===== src/source/controlPkg.sv =====
package controlPkg;

  typedef logic [31:0] addrT;
  typedef logic [3:0] byteMaskT;
  typedef logic [1:0] selT;
  typedef logic [1:0] accessSizeT;

  localparam selT PcSelNext = 2'd0;
  localparam selT PcSelBranch = 2'd1;
  localparam selT PcSelReg = 2'd2;
  localparam selT PcSelJump = 2'd3;

  localparam selT RegDstRt = 2'd0;
  localparam selT RegDstRd = 2'd1;
  localparam selT RegDstRa = 2'd2;

  // Writeback source
  localparam selT RdSelIo = 2'd0;
  localparam selT RdSelAlu = 2'd1;
  localparam selT RdSelDcache = 2'd2;
  localparam selT RdSelCounter = 2'd3;

  localparam selT UartSelRxData = 2'd0;
  localparam selT UartSelRxReady = 2'd1;
  localparam selT UartSelTxReady = 2'd2;
  localparam selT UartSelBios = 2'd3;

  // Aux is shamt on operand A, the immediate on operand B
  localparam selT OperandPc = 2'd0;
  localparam selT OperandReg = 2'd1;
  localparam selT OperandFwd = 2'd2;
  localparam selT OperandAux = 2'd3;

  localparam accessSizeT SizeByte = 2'd0;
  localparam accessSizeT SizeHalf = 2'd1;
  localparam accessSizeT SizeWord = 2'd2;

  // Address[31:28] regions
  localparam logic [3:0] RegionData = 4'h1;
  localparam logic [3:0] RegionInstr = 4'h2;
  localparam logic [3:0] RegionBios = 4'h4;

  localparam addrT UartRxReadyAddr = 32'h8000_0000;
  localparam addrT UartTxReadyAddr = 32'h8000_0004;
  localparam addrT UartTxDataAddr = 32'h8000_0008;
  localparam addrT UartRxDataAddr = 32'h8000_000C;
  localparam addrT CycleCountAddr = 32'h8000_0010;
  localparam addrT InstrCountAddr = 32'h8000_0014;
  localparam addrT CountResetAddr = 32'h8000_0018;

  typedef struct packed {
    logic regWrite;
    selT regDst;
    logic memRead;
    logic memWrite;
    accessSizeT accessSize;
    logic sextImm;
    selT pcSel;
  } decodeT;

  typedef struct packed {
    selT aluSelA;
    selT aluSelB;
    logic dinSel;
    logic jrSel;
  } fwdCtrlT;

  typedef struct packed {
    byteMaskT imByteSel;
    byteMaskT dmByteSel;
    logic iCacheSel;
    logic reDcache;
    logic reUart;
    logic weUart;
    selT uartSel;
    logic ctSel;
    logic ctReset;
    selT rdSel;
  } memCtrlT;

endpackage


===== src/source/mipsIsaPkg.sv =====
package mipsIsaPkg;

  typedef logic [5:0] opcodeT;
  typedef logic [5:0] functT;
  typedef logic [4:0] regAddrT;
  typedef logic [3:0] aluOpT;
  typedef logic [31:0] instrT;

  // R-type layout, also covers the rs/rt fields of I-type words
  typedef struct packed {
    opcodeT opcode;
    regAddrT rs;
    regAddrT rt;
    regAddrT rd;
    logic [4:0] shamt;
    functT funct;
  } rTypeT;

  localparam opcodeT OpRtype = 6'h00;
  localparam opcodeT OpJ = 6'h02;
  localparam opcodeT OpJal = 6'h03;
  localparam opcodeT OpBeq = 6'h04;
  localparam opcodeT OpBne = 6'h05;
  localparam opcodeT OpBlez = 6'h06;
  localparam opcodeT OpBgtz = 6'h07;
  localparam opcodeT OpAddiu = 6'h09;
  localparam opcodeT OpSlti = 6'h0A;
  localparam opcodeT OpSltiu = 6'h0B;
  localparam opcodeT OpAndi = 6'h0C;
  localparam opcodeT OpOri = 6'h0D;
  localparam opcodeT OpXori = 6'h0E;
  localparam opcodeT OpLui = 6'h0F;
  localparam opcodeT OpLb = 6'h20;
  localparam opcodeT OpLh = 6'h21;
  localparam opcodeT OpLw = 6'h23;
  localparam opcodeT OpLbu = 6'h24;
  localparam opcodeT OpLhu = 6'h25;
  localparam opcodeT OpSb = 6'h28;
  localparam opcodeT OpSh = 6'h29;
  localparam opcodeT OpSw = 6'h2B;

  localparam functT FnSll = 6'h00;
  localparam functT FnSrl = 6'h02;
  localparam functT FnSra = 6'h03;
  localparam functT FnSllv = 6'h04;
  localparam functT FnSrlv = 6'h06;
  localparam functT FnSrav = 6'h07;
  localparam functT FnJr = 6'h08;
  localparam functT FnJalr = 6'h09;
  localparam functT FnAddu = 6'h21;
  localparam functT FnSubu = 6'h23;
  localparam functT FnAnd = 6'h24;
  localparam functT FnOr = 6'h25;
  localparam functT FnXor = 6'h26;
  localparam functT FnNor = 6'h27;
  localparam functT FnSlt = 6'h2A;
  localparam functT FnSltu = 6'h2B;

  localparam aluOpT AluAdd = 4'd0;
  localparam aluOpT AluSub = 4'd1;
  localparam aluOpT AluAnd = 4'd2;
  localparam aluOpT AluOr = 4'd3;
  localparam aluOpT AluXor = 4'd4;
  localparam aluOpT AluNor = 4'd5;
  localparam aluOpT AluSlt = 4'd6;
  localparam aluOpT AluSltu = 4'd7;
  localparam aluOpT AluSll = 4'd8;
  localparam aluOpT AluSrl = 4'd9;
  localparam aluOpT AluSra = 4'd10;
  localparam aluOpT AluLui = 4'd11;

  // Opcode classes, relying on the MIPS numbering
  function automatic logic isImmAlu(opcodeT op);
    return (op >= OpAddiu) && (op <= OpLui);
  endfunction

  function automatic logic isLoad(opcodeT op);
    return (op >= OpLb) && (op <= OpLhu);
  endfunction

  function automatic logic isStore(opcodeT op);
    return (op >= OpSb) && (op <= OpSw);
  endfunction

endpackage

===== src/source/controlUnit.sv =====
module controlUnit (
  input  logic clk,
  input  logic rstN,
  input  mipsIsaPkg::instrT instruction,
  input  controlPkg::addrT pc,
  input  controlPkg::addrT address,
  input  logic [1:0] offset,
  input  logic branch,
  output mipsIsaPkg::aluOpT aluOp,
  output controlPkg::decodeT decode,
  output controlPkg::fwdCtrlT fwd,
  output controlPkg::memCtrlT mem,
  output logic controlStall
);

  mipsIsaPkg::rTypeT fields;

  assign fields = instruction;

  aluDecoder aluDecoder_inst (
    .opcode(fields.opcode),
    .funct(fields.funct),
    .aluOp(aluOp)
  );

  instructionDecoder instructionDecoder_inst (
    .instruction(instruction),
    .branch(branch),
    .rstN(rstN),
    .decode(decode)
  );

  // Stall freezes the forwarding history
  forwardUnit forwardUnit_inst (
    .clk(clk),
    .rstN(rstN),
    .instruction(instruction),
    .hold(controlStall),
    .fwd(fwd)
  );

  memoryMapDecoder memoryMapDecoder_inst (
    .clk(clk),
    .rstN(rstN),
    .decode(decode),
    .address(address),
    .pc(pc),
    .offset(offset),
    .mem(mem),
    .controlStall(controlStall)
  );

endmodule


===== src/source/memoryMapDecoder.sv =====
module memoryMapDecoder (
  input  logic clk,
  input  logic rstN,
  input  controlPkg::decodeT decode,
  input  controlPkg::addrT address,
  input  controlPkg::addrT pc,
  input  logic [1:0] offset,
  output controlPkg::memCtrlT mem,
  output logic controlStall
);

  logic [3:0] region;
  logic dataRegion;
  logic instrRegion;
  logic weDcache;
  logic weImem;
  logic reDcache;
  logic oldStall;
  controlPkg::byteMaskT lanes;
  controlPkg::memCtrlT memNext;

  assign region = address[31:28];
  // Region 3 aliases both memories
  assign dataRegion = (region == controlPkg::RegionData) ||
                      (region == (controlPkg::RegionData | controlPkg::RegionInstr));
  assign instrRegion = (region == controlPkg::RegionInstr) ||
                       (region == (controlPkg::RegionData | controlPkg::RegionInstr));

  assign weDcache = decode.memWrite && dataRegion;
  // Instruction memory is writable only from BIOS code
  assign weImem = decode.memWrite && instrRegion && (pc[31:28] == controlPkg::RegionBios);
  assign reDcache = decode.memRead && (region == controlPkg::RegionData);

  always_comb begin
    case (decode.accessSize)
      controlPkg::SizeByte: lanes = 4'b1000 >> offset;
      controlPkg::SizeHalf: lanes = offset[1] ? 4'b0011 : 4'b1100;
      default: lanes = 4'b1111;
    endcase
  end

  always_comb begin
    memNext = '0;
    memNext.imByteSel = weImem ? lanes : '0;
    memNext.dmByteSel = weDcache ? lanes : '0;
    memNext.iCacheSel = weImem;
    memNext.reDcache = reDcache;
    memNext.rdSel = controlPkg::RdSelAlu;

    if (reDcache) begin
      memNext.rdSel = controlPkg::RdSelDcache;
    end

    // UART and BIOS reads go through the I/O path
    if (decode.memRead) begin
      if (address == controlPkg::UartRxReadyAddr) begin
        memNext.uartSel = controlPkg::UartSelRxReady;
        memNext.rdSel = controlPkg::RdSelIo;
      end else if (address == controlPkg::UartTxReadyAddr) begin
        memNext.uartSel = controlPkg::UartSelTxReady;
        memNext.rdSel = controlPkg::RdSelIo;
      end else if (address == controlPkg::UartRxDataAddr) begin
        memNext.uartSel = controlPkg::UartSelRxData;
        memNext.reUart = 1'b1;
        memNext.rdSel = controlPkg::RdSelIo;
      end else if (address == controlPkg::CycleCountAddr) begin
        memNext.ctSel = 1'b0;
        memNext.rdSel = controlPkg::RdSelCounter;
      end else if (address == controlPkg::InstrCountAddr) begin
        memNext.ctSel = 1'b1;
        memNext.rdSel = controlPkg::RdSelCounter;
      end else if (region == controlPkg::RegionBios) begin
        memNext.uartSel = controlPkg::UartSelBios;
        memNext.rdSel = controlPkg::RdSelIo;
      end
    end

    memNext.weUart = decode.memWrite && (address == controlPkg::UartTxDataAddr);
    memNext.ctReset = decode.memWrite && (address == controlPkg::CountResetAddr);
  end

  assign mem = rstN ? memNext : '0;

  // One stall cycle per cache access
  assign controlStall = (reDcache || weDcache || weImem) && !oldStall;

  always_ff @(posedge clk or negedge rstN) begin
    if (!rstN) begin
      oldStall <= 1'b0;
    end else begin
      oldStall <= controlStall;
    end
  end

endmodule


===== src/source/forwardUnit.sv =====
module forwardUnit (
  input  logic clk,
  input  logic rstN,
  input  mipsIsaPkg::instrT instruction,
  input  logic hold,
  output controlPkg::fwdCtrlT fwd
);

  mipsIsaPkg::rTypeT fields;
  mipsIsaPkg::regAddrT prevDest;
  mipsIsaPkg::regAddrT nextDest;
  controlPkg::fwdCtrlT fwdNext;
  logic isRtype;
  logic isShift;
  logic isLink;
  logic isJumpReg;
  logic matchRs;
  logic matchRt;

  assign fields = instruction;
  assign isRtype = fields.opcode == mipsIsaPkg::OpRtype;
  assign isShift = isRtype && (fields.funct >= mipsIsaPkg::FnSll) &&
                   (fields.funct <= mipsIsaPkg::FnSra);
  assign isLink = (fields.opcode == mipsIsaPkg::OpJal) ||
                  (isRtype && (fields.funct == mipsIsaPkg::FnJalr));
  assign isJumpReg = isRtype &&
                     ((fields.funct == mipsIsaPkg::FnJr) ||
                      (fields.funct == mipsIsaPkg::FnJalr));

  // Register written by the instruction now in execute
  always_comb begin
    if (isRtype && (fields.funct != mipsIsaPkg::FnJr)) begin
      nextDest = fields.rd;
    end else if (mipsIsaPkg::isImmAlu(fields.opcode) || mipsIsaPkg::isLoad(fields.opcode)) begin
      nextDest = fields.rt;
    end else begin
      nextDest = '0;
    end
  end

  // A stall keeps the older destination in place
  always_ff @(posedge clk or negedge rstN) begin
    if (!rstN) begin
      prevDest <= '0;
    end else if (!hold) begin
      prevDest <= nextDest;
    end
  end

  // Register 0 never forwards
  assign matchRs = (prevDest != '0) && (fields.rs == prevDest);
  assign matchRt = (prevDest != '0) && (fields.rt == prevDest);

  always_comb begin
    fwdNext.aluSelA = matchRs ? controlPkg::OperandFwd : controlPkg::OperandReg;
    fwdNext.aluSelB = matchRt ? controlPkg::OperandFwd : controlPkg::OperandReg;
    fwdNext.dinSel = 1'b0;
    fwdNext.jrSel = isJumpReg && matchRs;

    if (isLink) begin
      // Link address is computed from the PC
      fwdNext.aluSelA = controlPkg::OperandPc;
      fwdNext.aluSelB = controlPkg::OperandPc;
    end else if (isShift) begin
      fwdNext.aluSelA = controlPkg::OperandAux;
    end else if (mipsIsaPkg::isImmAlu(fields.opcode) || mipsIsaPkg::isLoad(fields.opcode) ||
                 mipsIsaPkg::isStore(fields.opcode)) begin
      fwdNext.aluSelB = controlPkg::OperandAux;
      // Store data comes from rt
      fwdNext.dinSel = mipsIsaPkg::isStore(fields.opcode) && matchRt;
    end
  end

  assign fwd = rstN ? fwdNext : '0;

endmodule


===== src/source/instructionDecoder.sv =====
module instructionDecoder (
  input  mipsIsaPkg::instrT instruction,
  input  logic branch,
  input  logic rstN,
  output controlPkg::decodeT decode
);

  mipsIsaPkg::rTypeT fields;
  controlPkg::decodeT decodeNext;
  logic isRtype;
  logic isJumpReg;

  assign fields = instruction;
  assign isRtype = fields.opcode == mipsIsaPkg::OpRtype;
  assign isJumpReg = isRtype &&
                     ((fields.funct == mipsIsaPkg::FnJr) ||
                      (fields.funct == mipsIsaPkg::FnJalr));

  always_comb begin
    decodeNext = '0;

    // Writeback
    decodeNext.regWrite = (isRtype && (fields.funct != mipsIsaPkg::FnJr)) ||
                          mipsIsaPkg::isImmAlu(fields.opcode) ||
                          mipsIsaPkg::isLoad(fields.opcode) ||
                          (fields.opcode == mipsIsaPkg::OpJal);
    if (isRtype) begin
      decodeNext.regDst = controlPkg::RegDstRd;
    end else if (fields.opcode == mipsIsaPkg::OpJal) begin
      decodeNext.regDst = controlPkg::RegDstRa;
    end else begin
      decodeNext.regDst = controlPkg::RegDstRt;
    end

    // Logical immediates and LUI are zero extended
    decodeNext.sextImm = !((fields.opcode >= mipsIsaPkg::OpAndi) &&
                           (fields.opcode <= mipsIsaPkg::OpLui));

    decodeNext.memRead = mipsIsaPkg::isLoad(fields.opcode);
    decodeNext.memWrite = mipsIsaPkg::isStore(fields.opcode);
    case (fields.opcode)
      mipsIsaPkg::OpLb, mipsIsaPkg::OpLbu, mipsIsaPkg::OpSb: begin
        decodeNext.accessSize = controlPkg::SizeByte;
      end
      mipsIsaPkg::OpLh, mipsIsaPkg::OpLhu, mipsIsaPkg::OpSh: begin
        decodeNext.accessSize = controlPkg::SizeHalf;
      end
      default: decodeNext.accessSize = controlPkg::SizeWord;
    endcase

    // Next PC, a taken branch wins
    if (branch) begin
      decodeNext.pcSel = controlPkg::PcSelBranch;
    end else if ((fields.opcode == mipsIsaPkg::OpJ) ||
                 (fields.opcode == mipsIsaPkg::OpJal)) begin
      decodeNext.pcSel = controlPkg::PcSelJump;
    end else if (isJumpReg) begin
      decodeNext.pcSel = controlPkg::PcSelReg;
    end else begin
      decodeNext.pcSel = controlPkg::PcSelNext;
    end
  end

  assign decode = rstN ? decodeNext : '0;

endmodule


===== src/source/aluDecoder.sv =====
module aluDecoder (
  input  mipsIsaPkg::opcodeT opcode,
  input  mipsIsaPkg::functT funct,
  output mipsIsaPkg::aluOpT aluOp
);

  always_comb begin
    case (opcode)
      mipsIsaPkg::OpRtype: begin
        case (funct)
          mipsIsaPkg::FnSll, mipsIsaPkg::FnSllv: aluOp = mipsIsaPkg::AluSll;
          mipsIsaPkg::FnSrl, mipsIsaPkg::FnSrlv: aluOp = mipsIsaPkg::AluSrl;
          mipsIsaPkg::FnSra, mipsIsaPkg::FnSrav: aluOp = mipsIsaPkg::AluSra;
          mipsIsaPkg::FnSubu: aluOp = mipsIsaPkg::AluSub;
          mipsIsaPkg::FnAnd: aluOp = mipsIsaPkg::AluAnd;
          mipsIsaPkg::FnOr: aluOp = mipsIsaPkg::AluOr;
          mipsIsaPkg::FnXor: aluOp = mipsIsaPkg::AluXor;
          mipsIsaPkg::FnNor: aluOp = mipsIsaPkg::AluNor;
          mipsIsaPkg::FnSlt: aluOp = mipsIsaPkg::AluSlt;
          mipsIsaPkg::FnSltu: aluOp = mipsIsaPkg::AluSltu;
          // ADDU, JR and JALR
          default: aluOp = mipsIsaPkg::AluAdd;
        endcase
      end
      mipsIsaPkg::OpSlti: aluOp = mipsIsaPkg::AluSlt;
      mipsIsaPkg::OpSltiu: aluOp = mipsIsaPkg::AluSltu;
      mipsIsaPkg::OpAndi: aluOp = mipsIsaPkg::AluAnd;
      mipsIsaPkg::OpOri: aluOp = mipsIsaPkg::AluOr;
      mipsIsaPkg::OpXori: aluOp = mipsIsaPkg::AluXor;
      mipsIsaPkg::OpLui: aluOp = mipsIsaPkg::AluLui;
      mipsIsaPkg::OpBeq, mipsIsaPkg::OpBne: aluOp = mipsIsaPkg::AluSub;
      mipsIsaPkg::OpBlez, mipsIsaPkg::OpBgtz: aluOp = mipsIsaPkg::AluSlt;
      // ADDIU, loads, stores and jumps compute a sum
      default: aluOp = mipsIsaPkg::AluAdd;
    endcase
  end

endmodule


===== config.mk =====
export PLATFORM = sky130hd
export DESIGN_NAME = controlUnit
export DESIGN_NICKNAME = d
export VERILOG_FILES = /design/src/source/controlPkg.sv /design/src/source/mipsIsaPkg.sv /design/src/source/controlUnit.sv /design/src/source/memoryMapDecoder.sv /design/src/source/forwardUnit.sv /design/src/source/instructionDecoder.sv /design/src/source/aluDecoder.sv
export SDC_FILE = /design/constraint.sdc
export NUM_CORES = 1
export LEC_CHECK = 0
export BUFFER_PORTS_ARGS = -buffer_cell sky130_fd_sc_hd__buf_2
export CAP_MARGIN = 20
export CORE_MARGIN = 2
export CORE_UTILIZATION = 37
export CTS_BUF_LIST = sky130_fd_sc_hd__clkbuf_4 sky130_fd_sc_hd__clkbuf_8
export DETAILED_ROUTE_END_ITERATION = 10
export GPL_TIMING_DRIVEN = 0
export PLACE_DENSITY = 0.87
export SLEW_MARGIN = 20
export SYNTH_ARGS = -nofsm -noshare
export SYNTH_HDL_FRONTEND = slang
export SYNTH_SLANG_ARGS = --single-unit

===== constraint.sdc =====
create_clock -name clk -period 5.88 [get_ports clk]
set_clock_uncertainty 0.1 [all_clocks]
set_input_delay 1.176 -clock clk [delete_from_list [all_inputs] [get_ports clk]]
set_output_delay 1.176 -clock clk [all_outputs]
set_load 0.02 [all_outputs]

==> reports/metrics.yaml <==
outcome: "complete, no violations"
cp-start-kind: "input pin"
rsz0062_at_grt: "false"
avgSynthCellArea_sq_um: 7.07
portBuffers: 104
grt_max_degree: 11
cell_internal_pwr_mw: 0.106
syn_area_sq_um: 1210
post-route-period-util: 0.727
insertion_delay_ps: 250
num_vias: 1719
async_flop_share: 1.00
hold_path.class: "reg -> reg"
numCtsBuffers: 3
place_congestion: 0.831
synth_flop_cell: "dfrtp_1"
clk_pin_slew_worst_paths_ps: 40
r2r-start: "memoryMapDecoder_inst.oldStall"
cts_setup_buffers: 0
worst_hold_startpoint: "memoryMapDecoder_inst.oldStall"
r2r_end: "forwardUnit_inst.prevDest[3]"
pwr-share-seq: 0.264
grt_pass1_vias: 1463
vdd_drop_max_mv: 0.0897
drt_iter0_markers: 99
combPwrFrac: 0.502
crit_arrival_ps: 3000
first_pass_iters: 4
cts_tree: "done"
synthCells: 171
leakage_nw: 0.927
finalPower_mw: 0.172
clock_power_share: 0.234
drtAntennaViolNets: 0
die_h_um: 61.2
synth_nets: 272
critPathMaxFanout: 6
use_met2: 0.384
synth-seq-area-share: 0.124
p_sw_mw: 0.0654
cp-startpoint: "instruction[30]"
start_util: 0.393
slew_viol_final: 0
layout-drive-gt1-share: 0.439
drc_errors: 0
n_antenna_cell: 0
antenna_found_initial: 0
post-place-ws_ps: 1610
cts-root-buf: "clkbuf_4"
max_slew_margin: 0.496
grt_usage: 0.211
worst-r2r-cell-count: 3
synth_edf_count: 0
final_cell_area_sq_um: 1810
worstSetupEndpoint: "fwd[4]"
cp.required_ps: 4600
p_sw_frac: 0.381
area_delta_synth_final_pct: 49.5
period_needed_ps: 4280
wl_um: 3930
setup.worst_path.end_class: "output port"
grt_use_met1: 0.260
viasPerCell: 5.34
cts_resized: 0
placement.cell_area_sq_um: 1780
yosysWarnings: 0
cts_buffer_depth: 2
power_density_nw_per_um2: 95.0
cap_violations: 0
finalHoldViolations: 0
tns_ps: 0
grt.busiest_layer: "met2"
finalSetupViolations: 0
grt-ovfl-total: 0
synth-seq-cells: 6
synth_cell_types: 49
tightest_slew_ps: 752
cts_sinks: 6
grt_first_pass_wirelength_um: 6060
fin_util: 0.587
grtUsageMet3: 0.0273
post-route-worst-setup-slack_ps: 1600
io_pins: 140
reg2reg_slack_ps: 4000
fp-row-count: 20
core_area_sq_um: 3080
dp_hpwl_um: 3390
nets: 381
cts_hold_buffers: 0
htreeDepth: 1
die_w_um: 61.2
wl_per_cell_um: 12.2
crit_type: "in -> out"
fmax_mhz: 234
fp.dieArea_sq_um: 3740
-- cells by family (layout without fill, tap and decap cells) --
logic type | Yosys count | count (layout) | synth area share
flops | 6 | 6 | 0.124
mux | 7 | 7 | 0.0642
xor+xnor | 11 | 11 | 0.0797
compound gates | 40 | 40 | 0.244
simple gates | 92 | 92 | 0.440
buf+inv | 15 | 122 | 0.0476
-- Yosys cell counts, types with 2 or more instances --
master,number,area share
nor3_1,6,0.025
and4bb_2,2,0.021
nor2_1,25,0.078
nand3b_1,3,0.019
o211ai_1,2,0.012
a31oi_1,3,0.016
and4_1,2,0.014
xor2_1,5,0.036
and3_1,2,0.010
inv_1,8,0.025
clkbuf_1,5,0.016
or4_1,4,0.025
mux2_2,6,0.056
a21oi_1,7,0.029
nor4b_1,5,0.036
nand2b_1,2,0.010
nor2b_1,3,0.016
nor4_1,11,0.057
nand4_1,4,0.021
a22o_1,5,0.036
xnor2_1,6,0.043
nand2_1,8,0.025
o21ai_0,4,0.017
dfrtp_1,6,0.12
nand3_1,4,0.017
and2_1,4,0.021
o32ai_1,2,0.014
a211oi_1,2,0.012
or3_1,3,0.016
o22ai_1,3,0.016
-- critical path, stage by stage --
cell,delay [ps]
buf_2,120
or4_4,550
or3_4,380
or4_1,420
a21oi_1,170
buf_2,180
-- area by class of cell --
cell class,instances,area [sq um]
Fill cell,308,1270
Multi-Input combinational cell,150,1000
Timing Repair Buffer,104,520
Sequential cell,6,150
Tap cell,44,55.1
Inverter,9,33.8
Buffer,6,23.8
Clock buffer,3,22.5
-- cell usage in the layout (no fill, tap or decap), types with 3 or more instances in the layout --
cell      synthesis  final
a21oi_1           7      7
a22o_1            5      5
a31oi_1           3      3
and2_1            4      4
buf_2             1    105
clkbuf_1          5      5
clkbuf_4          0      3
dfrtp_1           6      6
inv_1             8      8
mux2_2            6      6
nand2_1           8      8
nand3_1           4      4
nand3b_1          3      3
nand4_1           4      4
nor2_1           25     25
nor2b_1           3      3
nor3_1            6      6
nor4_1           11     11
nor4b_1           5      5
o21ai_0           4      4
o22ai_1           3      3
or3_1             3      3
or4_1             4      4
xnor2_1           6      6
xor2_1            5      5
-- through the flow --
| step | hold WS [ps] | cells |
|---|---|---|
| final | 492 | 322 |
| after floorplan | 455 | 171 |
| after detailed placement | 485 | 319 |
| after CTS | 492 | 322 |
| after global placement | 474 | 319 |
| after global routing | 523 | 322 |
-- routing by layer --
layer / vias to the layer above / share of wire / routed length (um)
met4: 0 / 0.0094 / 37
met1: 752 / 0.42 / 1670
li1: 881 / - / -
met5: - / 0 / 0
met2: 81 / 0.49 / 1930
met3: 5 / 0.075 / 295
-- registers in the layout, indices dropped and copies added (netlist names) --
name                            count
memoryMapDecoder_inst.oldStall      1
forwardUnit_inst.prevDest           5
-- power by group through the flow --
| stage | Combinational [mW] | Clock (mW) | Sequential, mW |
|---|---|---|---|
| 4_1_cts | 0.0866 | 0.0411 | 0.0455 |
| 3_3_place_gp | 0.0848 | 0 | 0.0460 |
| 3_5_place_dp | 0.0863 | 0 | 0.0461 |
| 5_1_grt | 0.0961 | 0.0443 | 0.0458 |
| 6_report | 0.0862 | 0.0401 | 0.0454 |
| 2_1_floorplan | 0.0456 | 0 | 0.0455 |
-- worst min path at each step --
stage                                          end  depth (start not counted)
floorplan             forwardUnit_inst.prevDest[0]                          1
global placement    memoryMapDecoder_inst.oldStall                          1
detailed placement  memoryMapDecoder_inst.oldStall                          1
CTS                 memoryMapDecoder_inst.oldStall                          1
global route        memoryMapDecoder_inst.oldStall                          1
finish              memoryMapDecoder_inst.oldStall                          1
Power figures use the tool's default switching activity.
